## config.mk

```make
export PLATFORM = sky130hd
export DESIGN_NAME = simframe_ctl
export DESIGN_NICKNAME = d
export VERILOG_FILES = /design/src/design/simframe_pkg.sv /design/src/design/pattern_fifo.sv /design/src/design/pattern_loop.sv /design/src/design/simframe_regs.sv /design/src/design/stream_sequencer.sv /design/src/design/simframe_ctl.sv
export SDC_FILE = /design/constraint.sdc
export NUM_CORES = 2
export LEC_CHECK = 0
export BUFFER_PORTS_ARGS = -buffer_cell sky130_fd_sc_hd__buf_2
export CAP_MARGIN = 20
export CORE_MARGIN = 2
export CORE_UTILIZATION = 55
export CTS_CLUSTER_DIAMETER = 100
export CTS_CLUSTER_SIZE = 12
export DETAILED_ROUTE_END_ITERATION = 12
export GPL_ROUTABILITY_DRIVEN = 0
export HOLD_SLACK_MARGIN = 0.06
export PLACE_DENSITY_LB_ADDON = 0.15
export SETUP_SLACK_MARGIN = 0.15
export SLEW_MARGIN = 20
export SYNTH_ARGS = -nofsm -noshare
export SYNTH_HDL_FRONTEND = slang
export SYNTH_SLANG_ARGS = --single-unit
export TNS_END_PERCENT = 30
```

## constraint.sdc

```tcl
create_clock -name clk -period 10.92 [get_ports clk]
set_input_delay 1.092 -clock clk [delete_from_list [all_inputs] [get_ports clk]]
set_output_delay 1.092 -clock clk [all_outputs]
set_load 0.01 [all_outputs]
```

## src/design/simframe_pkg.sv

```systemverilog
// ================================================
// Shared definitions for the pattern streamer
// Register map, reset values, response codes and bus structs
// ================================================

package simframe_pkg;

   // Bump whenever the register map changes
   parameter logic [31:0] MODULE_VERSION = 32'd1;

   // ================================================
   // Register word indices, taken from byte address bits 6..2
   // ================================================
   parameter logic [4:0] REG_MODULE_REV     = 5'd0;   // RO
   parameter logic [4:0] REG_FIFO_CTL       = 5'd1;   // Bit n clears FIFO n
   parameter logic [4:0] REG_LOAD_F0        = 5'd2;   // W loads a word, R gives count
   parameter logic [4:0] REG_LOAD_F1        = 5'd3;
   parameter logic [4:0] REG_START          = 5'd4;   // 0 stop, 1 FIFO 0, 2 FIFO 1
   parameter logic [4:0] REG_CYCLES_PER_PKT = 5'd5;
   parameter logic [4:0] REG_PKTS_PER_FRAME = 5'd6;

   // Byte address width on the register port
   parameter int ADDR_W = 8;

   // Geometry after reset
   parameter logic [15:0] DEFAULT_CYCLES_PER_PKT = 16'd32;
   parameter logic [15:0] DEFAULT_PKTS_PER_FRAME = 16'd2048;

   // FIFO clear hold-off in cycles
   parameter int CLEAR_CYCLES = 15;

   // Response codes
   parameter logic [1:0] RESP_OKAY   = 2'd0;
   parameter logic [1:0] RESP_DECERR = 2'd3;

   // Register request, pulses are one cycle wide
   typedef struct packed {
      logic              write;
      logic              read;
      logic [ADDR_W-1:0] addr;
      logic [31:0]       wdata;
   } reg_req_t;

   // Register response
   typedef struct packed {
      logic        write_done;
      logic        read_valid;
      logic [31:0] rdata;
      logic [1:0]  resp;
   } reg_rsp_t;

   // Frame geometry handed to downstream logic
   typedef struct packed {
      logic [15:0] cycles_per_pkt;
      logic [15:0] pkts_per_frame;
   } frame_geom_t;

   // One-hot FIFO select, 0 is none
   typedef logic [1:0] fifo_sel_t;

endpackage

```

## src/design/pattern_fifo.sv

```systemverilog
`timescale 1ns/1ps
// ================================================
// Synchronous first-word-fall-through FIFO for one word type
// clear empties it, storage keeps stale contents
// ================================================

module pattern_fifo #(
   parameter type pattern_t  = logic [31:0],
   parameter int  FIFO_DEPTH = 64,
   parameter int  COUNT_W    = 7
) (
   input  logic     clk,
   input  logic     resetn,
   input  logic     clear,
   input  logic     push,
   input  pattern_t push_data,
   input  logic     pop,
   output pattern_t head,
   output logic     head_valid,
   output logic     full
);

   localparam int PTR_W = (FIFO_DEPTH > 1) ? $clog2(FIFO_DEPTH) : 1;
   localparam logic [PTR_W-1:0] LAST_PTR = PTR_W'(FIFO_DEPTH - 1);

   pattern_t           mem [FIFO_DEPTH];
   logic [PTR_W-1:0]   wr_ptr;
   logic [PTR_W-1:0]   rd_ptr;
   logic [COUNT_W-1:0] fill;
   logic               do_push;
   logic               do_pop;

   // Occupancy flags
   assign full       = (fill == COUNT_W'(FIFO_DEPTH));
   assign head_valid = (fill != '0);

   // Fall-through read of the oldest entry
   assign head = mem[rd_ptr];

   // Overflow and underflow are dropped here, assertions flag them
   assign do_push = push && !full;
   assign do_pop  = pop && head_valid;

   // Storage array
   always_ff @(posedge clk) begin
      if (do_push) begin
         mem[wr_ptr] <= push_data;
      end
   end

   // ================================================
   // Pointers and fill level
   // ================================================
   always_ff @(posedge clk) begin
      if (!resetn || clear) begin
         wr_ptr <= '0;
         rd_ptr <= '0;
         fill   <= '0;
      end else begin
         // Pointers wrap at the last slot, depth need not be a power of 2
         if (do_push) begin
            wr_ptr <= (wr_ptr == LAST_PTR) ? '0 : wr_ptr + 1'b1;
         end
         if (do_pop) begin
            rd_ptr <= (rd_ptr == LAST_PTR) ? '0 : rd_ptr + 1'b1;
         end
         // Push and pop together leave fill unchanged
         fill <= fill + COUNT_W'(do_push) - COUNT_W'(do_pop);
      end
   end

   // Loop feedback never overfills, sequencer pops only a valid head
   a_no_push_full: assert property (
      @(posedge clk) disable iff (!resetn) push |-> !full);
   a_no_pop_empty: assert property (
      @(posedge clk) disable iff (!resetn) pop |-> head_valid);

endmodule

```

## src/design/pattern_loop.sv

```systemverilog
`timescale 1ns/1ps
// ================================================
// One recirculating pattern store
// Loads go in directly, popped words are fed back one cycle later
// ================================================

module pattern_loop #(
   parameter type pattern_t  = logic [31:0],
   parameter int  FIFO_DEPTH = 64,
   parameter int  COUNT_W    = 7
) (
   input  logic               clk,
   input  logic               resetn,
   input  logic               clear,
   input  logic               load,
   input  pattern_t           load_data,
   input  logic               pop,
   output pattern_t           head,
   output logic               head_valid,
   output logic [COUNT_W-1:0] count
);

   logic     fb_valid;
   pattern_t fb_data;
   logic     full;
   logic     push;
   pattern_t push_data;

   // Feedback request, dropped by a clear
   always_ff @(posedge clk) begin
      if (!resetn || clear) begin
         fb_valid <= 1'b0;
      end else begin
         fb_valid <= pop && head_valid;
      end
   end

   // Word just popped, written back on the next cycle
   always_ff @(posedge clk) begin
      fb_data <= head;
   end

   // Feedback wins the push mux; a load into a full FIFO is dropped
   assign push      = fb_valid || (load && !full);
   assign push_data = fb_valid ? fb_data : load_data;

   // Entries loaded so far, this is the length of one pass
   always_ff @(posedge clk) begin
      if (!resetn || clear) begin
         count <= '0;
      end else if (load && !full) begin
         count <= count + 1'b1;
      end
   end

   pattern_fifo #(
      .pattern_t  (pattern_t),
      .FIFO_DEPTH (FIFO_DEPTH),
      .COUNT_W    (COUNT_W)
   ) fifo (
      .clk        (clk),
      .resetn     (resetn),
      .clear      (clear),
      .push       (push),
      .push_data  (push_data),
      .pop        (pop),
      .head       (head),
      .head_valid (head_valid),
      .full       (full)
   );

   // Register block only loads an inactive FIFO, whose feedback has drained
   a_no_load_on_fb: assert property (
      @(posedge clk) disable iff (!resetn) !(load && fb_valid));

endmodule

```

## src/design/simframe_regs.sv

```systemverilog
`timescale 1ns/1ps
// ================================================
// Register block on the strobe request/response port
// Holds clear hold-off, START selection and frame geometry
// ================================================

module simframe_regs #(
   parameter int PATTERN_WIDTH = 32,
   parameter int COUNT_W       = 7
) (
   input  logic                       clk,
   input  logic                       resetn,
   input  simframe_pkg::reg_req_t     req,
   output simframe_pkg::reg_rsp_t     rsp,
   input  logic [COUNT_W-1:0]         count0,
   input  logic [COUNT_W-1:0]         count1,
   input  simframe_pkg::fifo_sel_t    active,
   output logic [1:0]                 load,
   output logic [PATTERN_WIDTH-1:0]   load_data,
   output logic [1:0]                 clear,
   output simframe_pkg::fifo_sel_t    on_deck,
   output simframe_pkg::frame_geom_t  geom
);

   localparam int CLR_W = $clog2(simframe_pkg::CLEAR_CYCLES + 1);

   logic [1:0][CLR_W-1:0] clr_cnt;
   logic                  clr_wait;
   logic                  write_done;
   logic [1:0]            wresp;
   logic                  read_valid;
   logic [31:0]           rdata;
   logic [1:0]            rresp;
   logic [4:0]            idx;
   logic [1:0]            clr_ok;
   logic [15:0]           geom_val;

   // Word index shared by reads and writes
   assign idx = req.addr[6:2];

   // Clear requests that hit an idle FIFO
   assign clr_ok = req.wdata[1:0] & ~active;

   // Geometry writes need a nonzero value and no active FIFO
   assign geom_val = req.wdata[15:0];

   // A FIFO is held in clear while its counter runs
   assign clear[0] = (clr_cnt[0] != '0);
   assign clear[1] = (clr_cnt[1] != '0);

   // ================================================
   // Write side
   // ================================================
   always_ff @(posedge clk) begin
      if (!resetn) begin
         clr_cnt    <= '0;
         clr_wait   <= 1'b0;
         write_done <= 1'b0;
         load       <= 2'b00;
         on_deck    <= 2'b00;
         geom       <= '{cycles_per_pkt: simframe_pkg::DEFAULT_CYCLES_PER_PKT,
                         pkts_per_frame: simframe_pkg::DEFAULT_PKTS_PER_FRAME};
      end else begin
         load       <= 2'b00;
         write_done <= 1'b0;

         // Hold-off counters run down to zero
         for (int n = 0; n < 2; n++) begin
            if (clr_cnt[n] != '0) begin
               clr_cnt[n] <= clr_cnt[n] - 1'b1;
            end
         end

         if (clr_wait) begin
            // Done only once both FIFOs are out of clear
            if (clr_cnt[0] == '0 && clr_cnt[1] == '0) begin
               clr_wait   <= 1'b0;
               write_done <= 1'b1;
            end
         end else if (req.write) begin
            write_done <= 1'b1;
            wresp      <= simframe_pkg::RESP_OKAY;
            case (idx)
               simframe_pkg::REG_FIFO_CTL: begin
                  for (int n = 0; n < 2; n++) begin
                     if (clr_ok[n]) begin
                        clr_cnt[n] <= CLR_W'(simframe_pkg::CLEAR_CYCLES);
                     end
                  end
                  if (clr_ok != 2'b00) begin
                     clr_wait   <= 1'b1;
                     write_done <= 1'b0;
                  end
                  // An emptied FIFO cannot stay on deck
                  if ((clr_ok & on_deck) != 2'b00) begin
                     on_deck <= 2'b00;
                  end
               end
               simframe_pkg::REG_LOAD_F0: begin
                  if (!active[0]) begin
                     load      <= 2'b01;
                     load_data <= req.wdata[PATTERN_WIDTH-1:0];
                  end
               end
               simframe_pkg::REG_LOAD_F1: begin
                  if (!active[1]) begin
                     load      <= 2'b10;
                     load_data <= req.wdata[PATTERN_WIDTH-1:0];
                  end
               end
               simframe_pkg::REG_START: begin
                  // Never both FIFOs, never an empty one
                  if (req.wdata[1:0] == 2'b00) begin
                     on_deck <= 2'b00;
                  end else if (req.wdata[1:0] == 2'b01 && count0 != '0) begin
                     on_deck <= 2'b01;
                  end else if (req.wdata[1:0] == 2'b10 && count1 != '0) begin
                     on_deck <= 2'b10;
                  end
               end
               simframe_pkg::REG_CYCLES_PER_PKT: begin
                  if (geom_val != '0 && active == 2'b00) begin
                     geom.cycles_per_pkt <= geom_val;
                  end
               end
               simframe_pkg::REG_PKTS_PER_FRAME: begin
                  if (geom_val != '0 && active == 2'b00) begin
                     geom.pkts_per_frame <= geom_val;
                  end
               end
               default: wresp <= simframe_pkg::RESP_DECERR;
            endcase
         end
      end
   end

   // ================================================
   // Read side, data one cycle after the pulse
   // ================================================
   always_ff @(posedge clk) begin
      if (!resetn) begin
         read_valid <= 1'b0;
      end else begin
         read_valid <= req.read;
      end
   end

   always_ff @(posedge clk) begin
      if (req.read) begin
         rresp <= simframe_pkg::RESP_OKAY;
         case (idx)
            simframe_pkg::REG_MODULE_REV:     rdata <= simframe_pkg::MODULE_VERSION;
            simframe_pkg::REG_FIFO_CTL:       rdata <= {30'd0, clear};
            simframe_pkg::REG_LOAD_F0:        rdata <= 32'(count0);
            simframe_pkg::REG_LOAD_F1:        rdata <= 32'(count1);
            simframe_pkg::REG_START:          rdata <= {30'd0, active};
            simframe_pkg::REG_CYCLES_PER_PKT: rdata <= {16'd0, geom.cycles_per_pkt};
            simframe_pkg::REG_PKTS_PER_FRAME: rdata <= {16'd0, geom.pkts_per_frame};
            default: begin
               rdata <= 32'd0;
               rresp <= simframe_pkg::RESP_DECERR;
            end
         endcase
      end
   end

   // Only one request is outstanding, so one resp field serves both
   assign rsp.write_done = write_done;
   assign rsp.read_valid = read_valid;
   assign rsp.rdata      = rdata;
   assign rsp.resp       = read_valid ? rresp : wresp;

endmodule

```

## src/design/stream_sequencer.sv

```systemverilog
`timescale 1ns/1ps
// ================================================
// Output sequencer, streams the active FIFO pass by pass
// Selection changes only after the last word of a pass
// ================================================

module stream_sequencer #(
   parameter type pattern_t = logic [31:0],
   parameter int  COUNT_W   = 7
) (
   input  logic                    clk,
   input  logic                    resetn,
   input  simframe_pkg::fifo_sel_t on_deck,
   input  logic [COUNT_W-1:0]      count0,
   input  logic [COUNT_W-1:0]      count1,
   input  pattern_t                head0,
   input  pattern_t                head1,
   input  logic                    head_valid0,
   input  logic                    head_valid1,
   output logic [1:0]              pops,
   output simframe_pkg::fifo_sel_t active,
   output pattern_t                stream_data,
   output logic                    stream_valid,
   input  logic                    stream_ready
);

   logic [COUNT_W-1:0] pass_cnt;
   logic               handshake;
   logic               pass_end;

   // Valid also waits out the recirculation gap at the head
   assign stream_valid = (active[0] && head_valid0) || (active[1] && head_valid1);
   assign stream_data  = active[1] ? head1 : head0;
   assign handshake    = stream_valid && stream_ready;

   // Only the active FIFO pops
   assign pops = active & {2{handshake}};

   // Last word of the current pass is leaving
   assign pass_end = handshake && (pass_cnt == COUNT_W'(1));

   // ================================================
   // Pass FSM, idle whenever active is none
   // ================================================
   always_ff @(posedge clk) begin
      if (!resetn) begin
         active   <= 2'b00;
         pass_cnt <= '0;
      end else if (active == 2'b00 || pass_end) begin
         // Continue, switch or stop from the on-deck select
         active   <= on_deck;
         pass_cnt <= on_deck[1] ? count1 : count0;
      end else if (handshake) begin
         pass_cnt <= pass_cnt - 1'b1;
      end
   end

   // START decode in the register block keeps the select one-hot
   a_active_one_hot: assert property (
      @(posedge clk) disable iff (!resetn) active != 2'b11);

endmodule

```

## src/design/simframe_ctl.sv

```systemverilog
`timescale 1ns/1ps
// ================================================
// Pattern streamer top level
// Register port in, repeating pattern stream and frame geometry out
// ================================================

module simframe_ctl #(
   parameter int PATTERN_WIDTH = 32,
   parameter int FIFO_DEPTH    = 64
) (
   input  logic                      clk,
   input  logic                      resetn,
   input  simframe_pkg::reg_req_t    req,
   output simframe_pkg::reg_rsp_t    rsp,
   output logic [PATTERN_WIDTH-1:0]  stream_data,
   output logic                      stream_valid,
   input  logic                      stream_ready,
   output simframe_pkg::frame_geom_t geom
);

   // Counts run from 0 to FIFO_DEPTH inclusive
   localparam int COUNT_W = $clog2(FIFO_DEPTH + 1);

   typedef logic [PATTERN_WIDTH-1:0] pattern_t;

   logic [1:0]              load;
   pattern_t                load_data;
   logic [1:0]              clear;
   logic [1:0]              pops;
   simframe_pkg::fifo_sel_t on_deck;
   simframe_pkg::fifo_sel_t active;
   logic [COUNT_W-1:0]      count0;
   logic [COUNT_W-1:0]      count1;
   pattern_t                head0;
   pattern_t                head1;
   logic                    head_valid0;
   logic                    head_valid1;

   // ================================================
   // Register block
   // ================================================
   simframe_regs #(
      .PATTERN_WIDTH (PATTERN_WIDTH),
      .COUNT_W       (COUNT_W)
   ) regs (
      .clk       (clk),
      .resetn    (resetn),
      .req       (req),
      .rsp       (rsp),
      .count0    (count0),
      .count1    (count1),
      .active    (active),
      .load      (load),
      .load_data (load_data),
      .clear     (clear),
      .on_deck   (on_deck),
      .geom      (geom)
   );

   // ================================================
   // Pattern stores, both take the same load word
   // ================================================
   pattern_loop #(
      .pattern_t  (pattern_t),
      .FIFO_DEPTH (FIFO_DEPTH),
      .COUNT_W    (COUNT_W)
   ) loop_0 (
      .clk        (clk),
      .resetn     (resetn),
      .clear      (clear[0]),
      .load       (load[0]),
      .load_data  (load_data),
      .pop        (pops[0]),
      .head       (head0),
      .head_valid (head_valid0),
      .count      (count0)
   );

   pattern_loop #(
      .pattern_t  (pattern_t),
      .FIFO_DEPTH (FIFO_DEPTH),
      .COUNT_W    (COUNT_W)
   ) loop_1 (
      .clk        (clk),
      .resetn     (resetn),
      .clear      (clear[1]),
      .load       (load[1]),
      .load_data  (load_data),
      .pop        (pops[1]),
      .head       (head1),
      .head_valid (head_valid1),
      .count      (count1)
   );

   // Output sequencer
   stream_sequencer #(
      .pattern_t (pattern_t),
      .COUNT_W   (COUNT_W)
   ) seq (
      .clk          (clk),
      .resetn       (resetn),
      .on_deck      (on_deck),
      .count0       (count0),
      .count1       (count1),
      .head0        (head0),
      .head1        (head1),
      .head_valid0  (head_valid0),
      .head_valid1  (head_valid1),
      .pops         (pops),
      .active       (active),
      .stream_data  (stream_data),
      .stream_valid (stream_valid),
      .stream_ready (stream_ready)
   );

endmodule

```

==> impl_metrics.yaml <==
power_and_ir_drop:
  p_seq_share_pct: 58.7
  ir_worst_vdd_v: 0.0001404
  pwr_density_cell_nw_per_um2: 165.5
  sw_frac_of_total_pct: 19.22
  clkPwrFrac_pct: 40.6
  leakagePower_nw: 54.97
  switching_power_w: 0.005885
  p_total_w: 0.03062
  p_int_w: 0.02473
  p_comb_share_pct: 0.7
routing:
  drc_errors: 0
  route.met3.wl_um: 56200
  drt-initial-drc-count: 11979
  m1WireLength_um: 184000
  route.met2.wl_um: 192400
  routedWlPerCell_um: 33.87
  avgViaCountPerCell: 6.539
  maxUsedRoutingLayer: "met5"
  drt-pass1-iter-count: 6
  drtAntennaViolNets: 0
  routed_wl_um: 450400
  vias: 86962
cts:
  cts_resized: 0
  post-cts-setup-buffers: 0
  cts_buffers: 398
  cts_tree: "built"
  clkSinkCount: 4332
  htreeDepth: 5
  cts_root_buffer: "clkbuf_16"
  cts_hold_buf: 0
  path_clk_slew_ps: 60
  clock_latency_ps: 970
  clk_path_buf_depth: 4
timing:
  layout_worst_path_cycle_share_pct: 65.05
  fmax_mhz: 140.8
  skew_ps: 49.43
  finalSetupViolations: 0
  setup-tns-final_ps: 0
  max_slew_margin_pct: 11.61
  slew_viol_final: 0
  hold_violations: 0
  fin_crit_ps: 7103
  rsz0062_at_grt: "no"
  tightest_slew_ps: 1316
critical_path:
  path_cells: "buf_4, buf_12, mux2i_1, a22oi_1, o211ai_1, or3_1, a32oi_1, buf_2"
  path_delay_family: "buffers and inverters"
  crit_fanout: 126
  arrival_ps: 6010
  cp-start-kind: "flop"
  critical_path.max_stage_delay_ps: 830
  worst-path-buf-inv: 3
  critPathRequiredTime_ps: 9830
  crit_path_top_delay_cell: "a32oi_1"
  worstSetupPathType: "flop to output pin"
  end_kind: "output pin"
placed_design:
  dp_cells: 12709
  io_buffers: 126
  dpl.hpwl_um: 257700
floorplanning:
  start_util_pct: 55.24
  core_area_um2: 302500
  die_w_um: 555.3
  ios: 146
  die_area_um2: 308300
  die_y_um: 555.3
  fp-row-count: 202
finish:
  layout_commonest_cell: "edfxtp_1"
  stdcell_count: 13298
  most-common-layout-cells: "4146 x edfxtp_1, 1211 x mux2i_1, 537 x a22oi_1"
  synthToLayoutAreaGrowth_pct: 10.69
  nets: 9216
  drive_gt1_share_pct: 17.37
  n_fill_cell: 21139
yosys:
  synth_edf_count: 4146
  yosysWarnings: 0
  async_flop_share_pct: 0
  synth_area_um2: 167100
  yosysSeqAreaShare_pct: 76.72
  synth-seq-cells: 4332
  synthDistinctLibCells: 78
  synth.top_cell.area_share_pct: 74.49
  avgSynthCellArea_um2: 18.99
  ys.flop_type: "edfxtp_1"
  synth_area_leaders: "edfxtp_1 74%, mux2i_1 7.3%, mux4_2 5.3%, a22oi_1 2.4%, dfxtp_1 2.2%"
  yosysTopAreaCell: "edfxtp_1"
  syn-instance-count: 8802
global_route:
  grt_max_degree: 127
  antenna_found_initial: 57
  grt_pass1_wl_um: 625300
  grt_pass1_vias: 84045
  overflow: 0
  grt_usage_pct: 28.90
run:
  cap_violations: 0
hold_path:
  min_path_type: "input port to flop"
outcome:
  status: "finished clean"
synth_stat cells (38+ instances only):
master,instances
edfxtp_1,4146
mux2i_1,1211
a22oi_1,537
mux4_2,391
nor2_1,385
buf_2,229
clkbuf_1,206
nand3_1,202
dfxtp_1,186
a21oi_1,146
mux2_2,139
nor2b_1,82
nand2_1,70
a22o_1,66
a211oi_1,63
and4_1,59
nand4_1,54
o21ai_0,54
nor3_1,41
buf_4,38
inv_1,38
cells by family after synthesis:
group / share of synthesized area, %
flops: 76.72
mux: 13.46
compound gates: 4.603
simple gates: 3.210
buf+inv: 1.566
xor+xnor: 0.1939
fa+ha+maj: 0.2485
other cells: 0.002244
state kept, by name (all words and copies together) (netlist names), 2 cells and up, named ones only:
name and flops:
loop_1.fifo.mem 2048, loop_0.fifo.rd_ptr 6, regs.rdata 16, loop_0.fifo.wr_ptr 6
loop_1.count 7, loop_0.count 7, regs.geom 32, loop_0.fifo.fill 7
regs.on_deck 2, seq.active 2, loop_1.fifo.rd_ptr 6, loop_1.fifo.fill 7
regs.load_data 32, loop_1.fifo.wr_ptr 6, regs.load 2, loop_0.fb_data 32
loop_0.fifo.mem 2048, loop_1.fb_data 32, seq.pass_cnt 7, regs.clr_cnt 8
power by group through the flow:
| stage | logic, W | clock network [W] | registers [W] |
|---|---|---|---|
| 3_3_place_gp | 0.000202 | 0 | 0.0183 |
| 2_1_floorplan | 0.000117 | 0 | 0.0183 |
| 3_5_place_dp | 0.000208 | 0 | 0.0183 |
| 4_1_cts | 0.000209 | 0.0126 | 0.0180 |
| 6_report | 0.000211 | 0.0124 | 0.0180 |
| 5_1_grt | 0.000229 | 0.0132 | 0.0180 |
metal layers:
layer	vias to the layer above	track usage, %
li1	36275	-
met1	45538	42.85
met2	4511	40.73
met3	634	8.794
met4	4	10.10
met5	-	0
through the flow:
stage	hold slack, ps	setup WS [ps]	instance area, um^2	utilization, %
floorplan	445.0	6253	167200	-
detailed placement	493.5	4963	173900	57.49
CTS	253.0	3954	184800	61.10
global placement	465.7	4938	173800	57.46
finish	309.9	3817	185000	61.15
global route	279.1	3820	185000	61.14
final timing paths:
check        slack (ps)            endpoint  cells past startpoint             from
min                 310  regs.load_data[30]                      1          req[30]
max                3820     stream_data[30]                      8             flop
max reg2reg        6360  loop_0.fb_data[17]                      7             flop
min reg2reg         500     seq.pass_cnt[1]                      2  seq.pass_cnt[1]
layout make-up:
| class | instances | area (um^2) | area share (%) |
|---|---|---|---|
| inverters | 38 | 142.6 | 0.07710 |
| diodes | 12 | 30.03 | 0.01623 |
| repair buffers | 439 | 3118 | 1.685 |
| clock buffers | 552 | 10670 | 5.765 |
| well taps | 3978 | 4977 | 2.691 |
| flip-flops and latches | 4332 | 128200 | 69.32 |
| multi-input cells | 3930 | 37560 | 20.30 |
| clock inverters | 17 | 251.5 | 0.1359 |
Note: power is estimated with default switching activity, not from simulation.
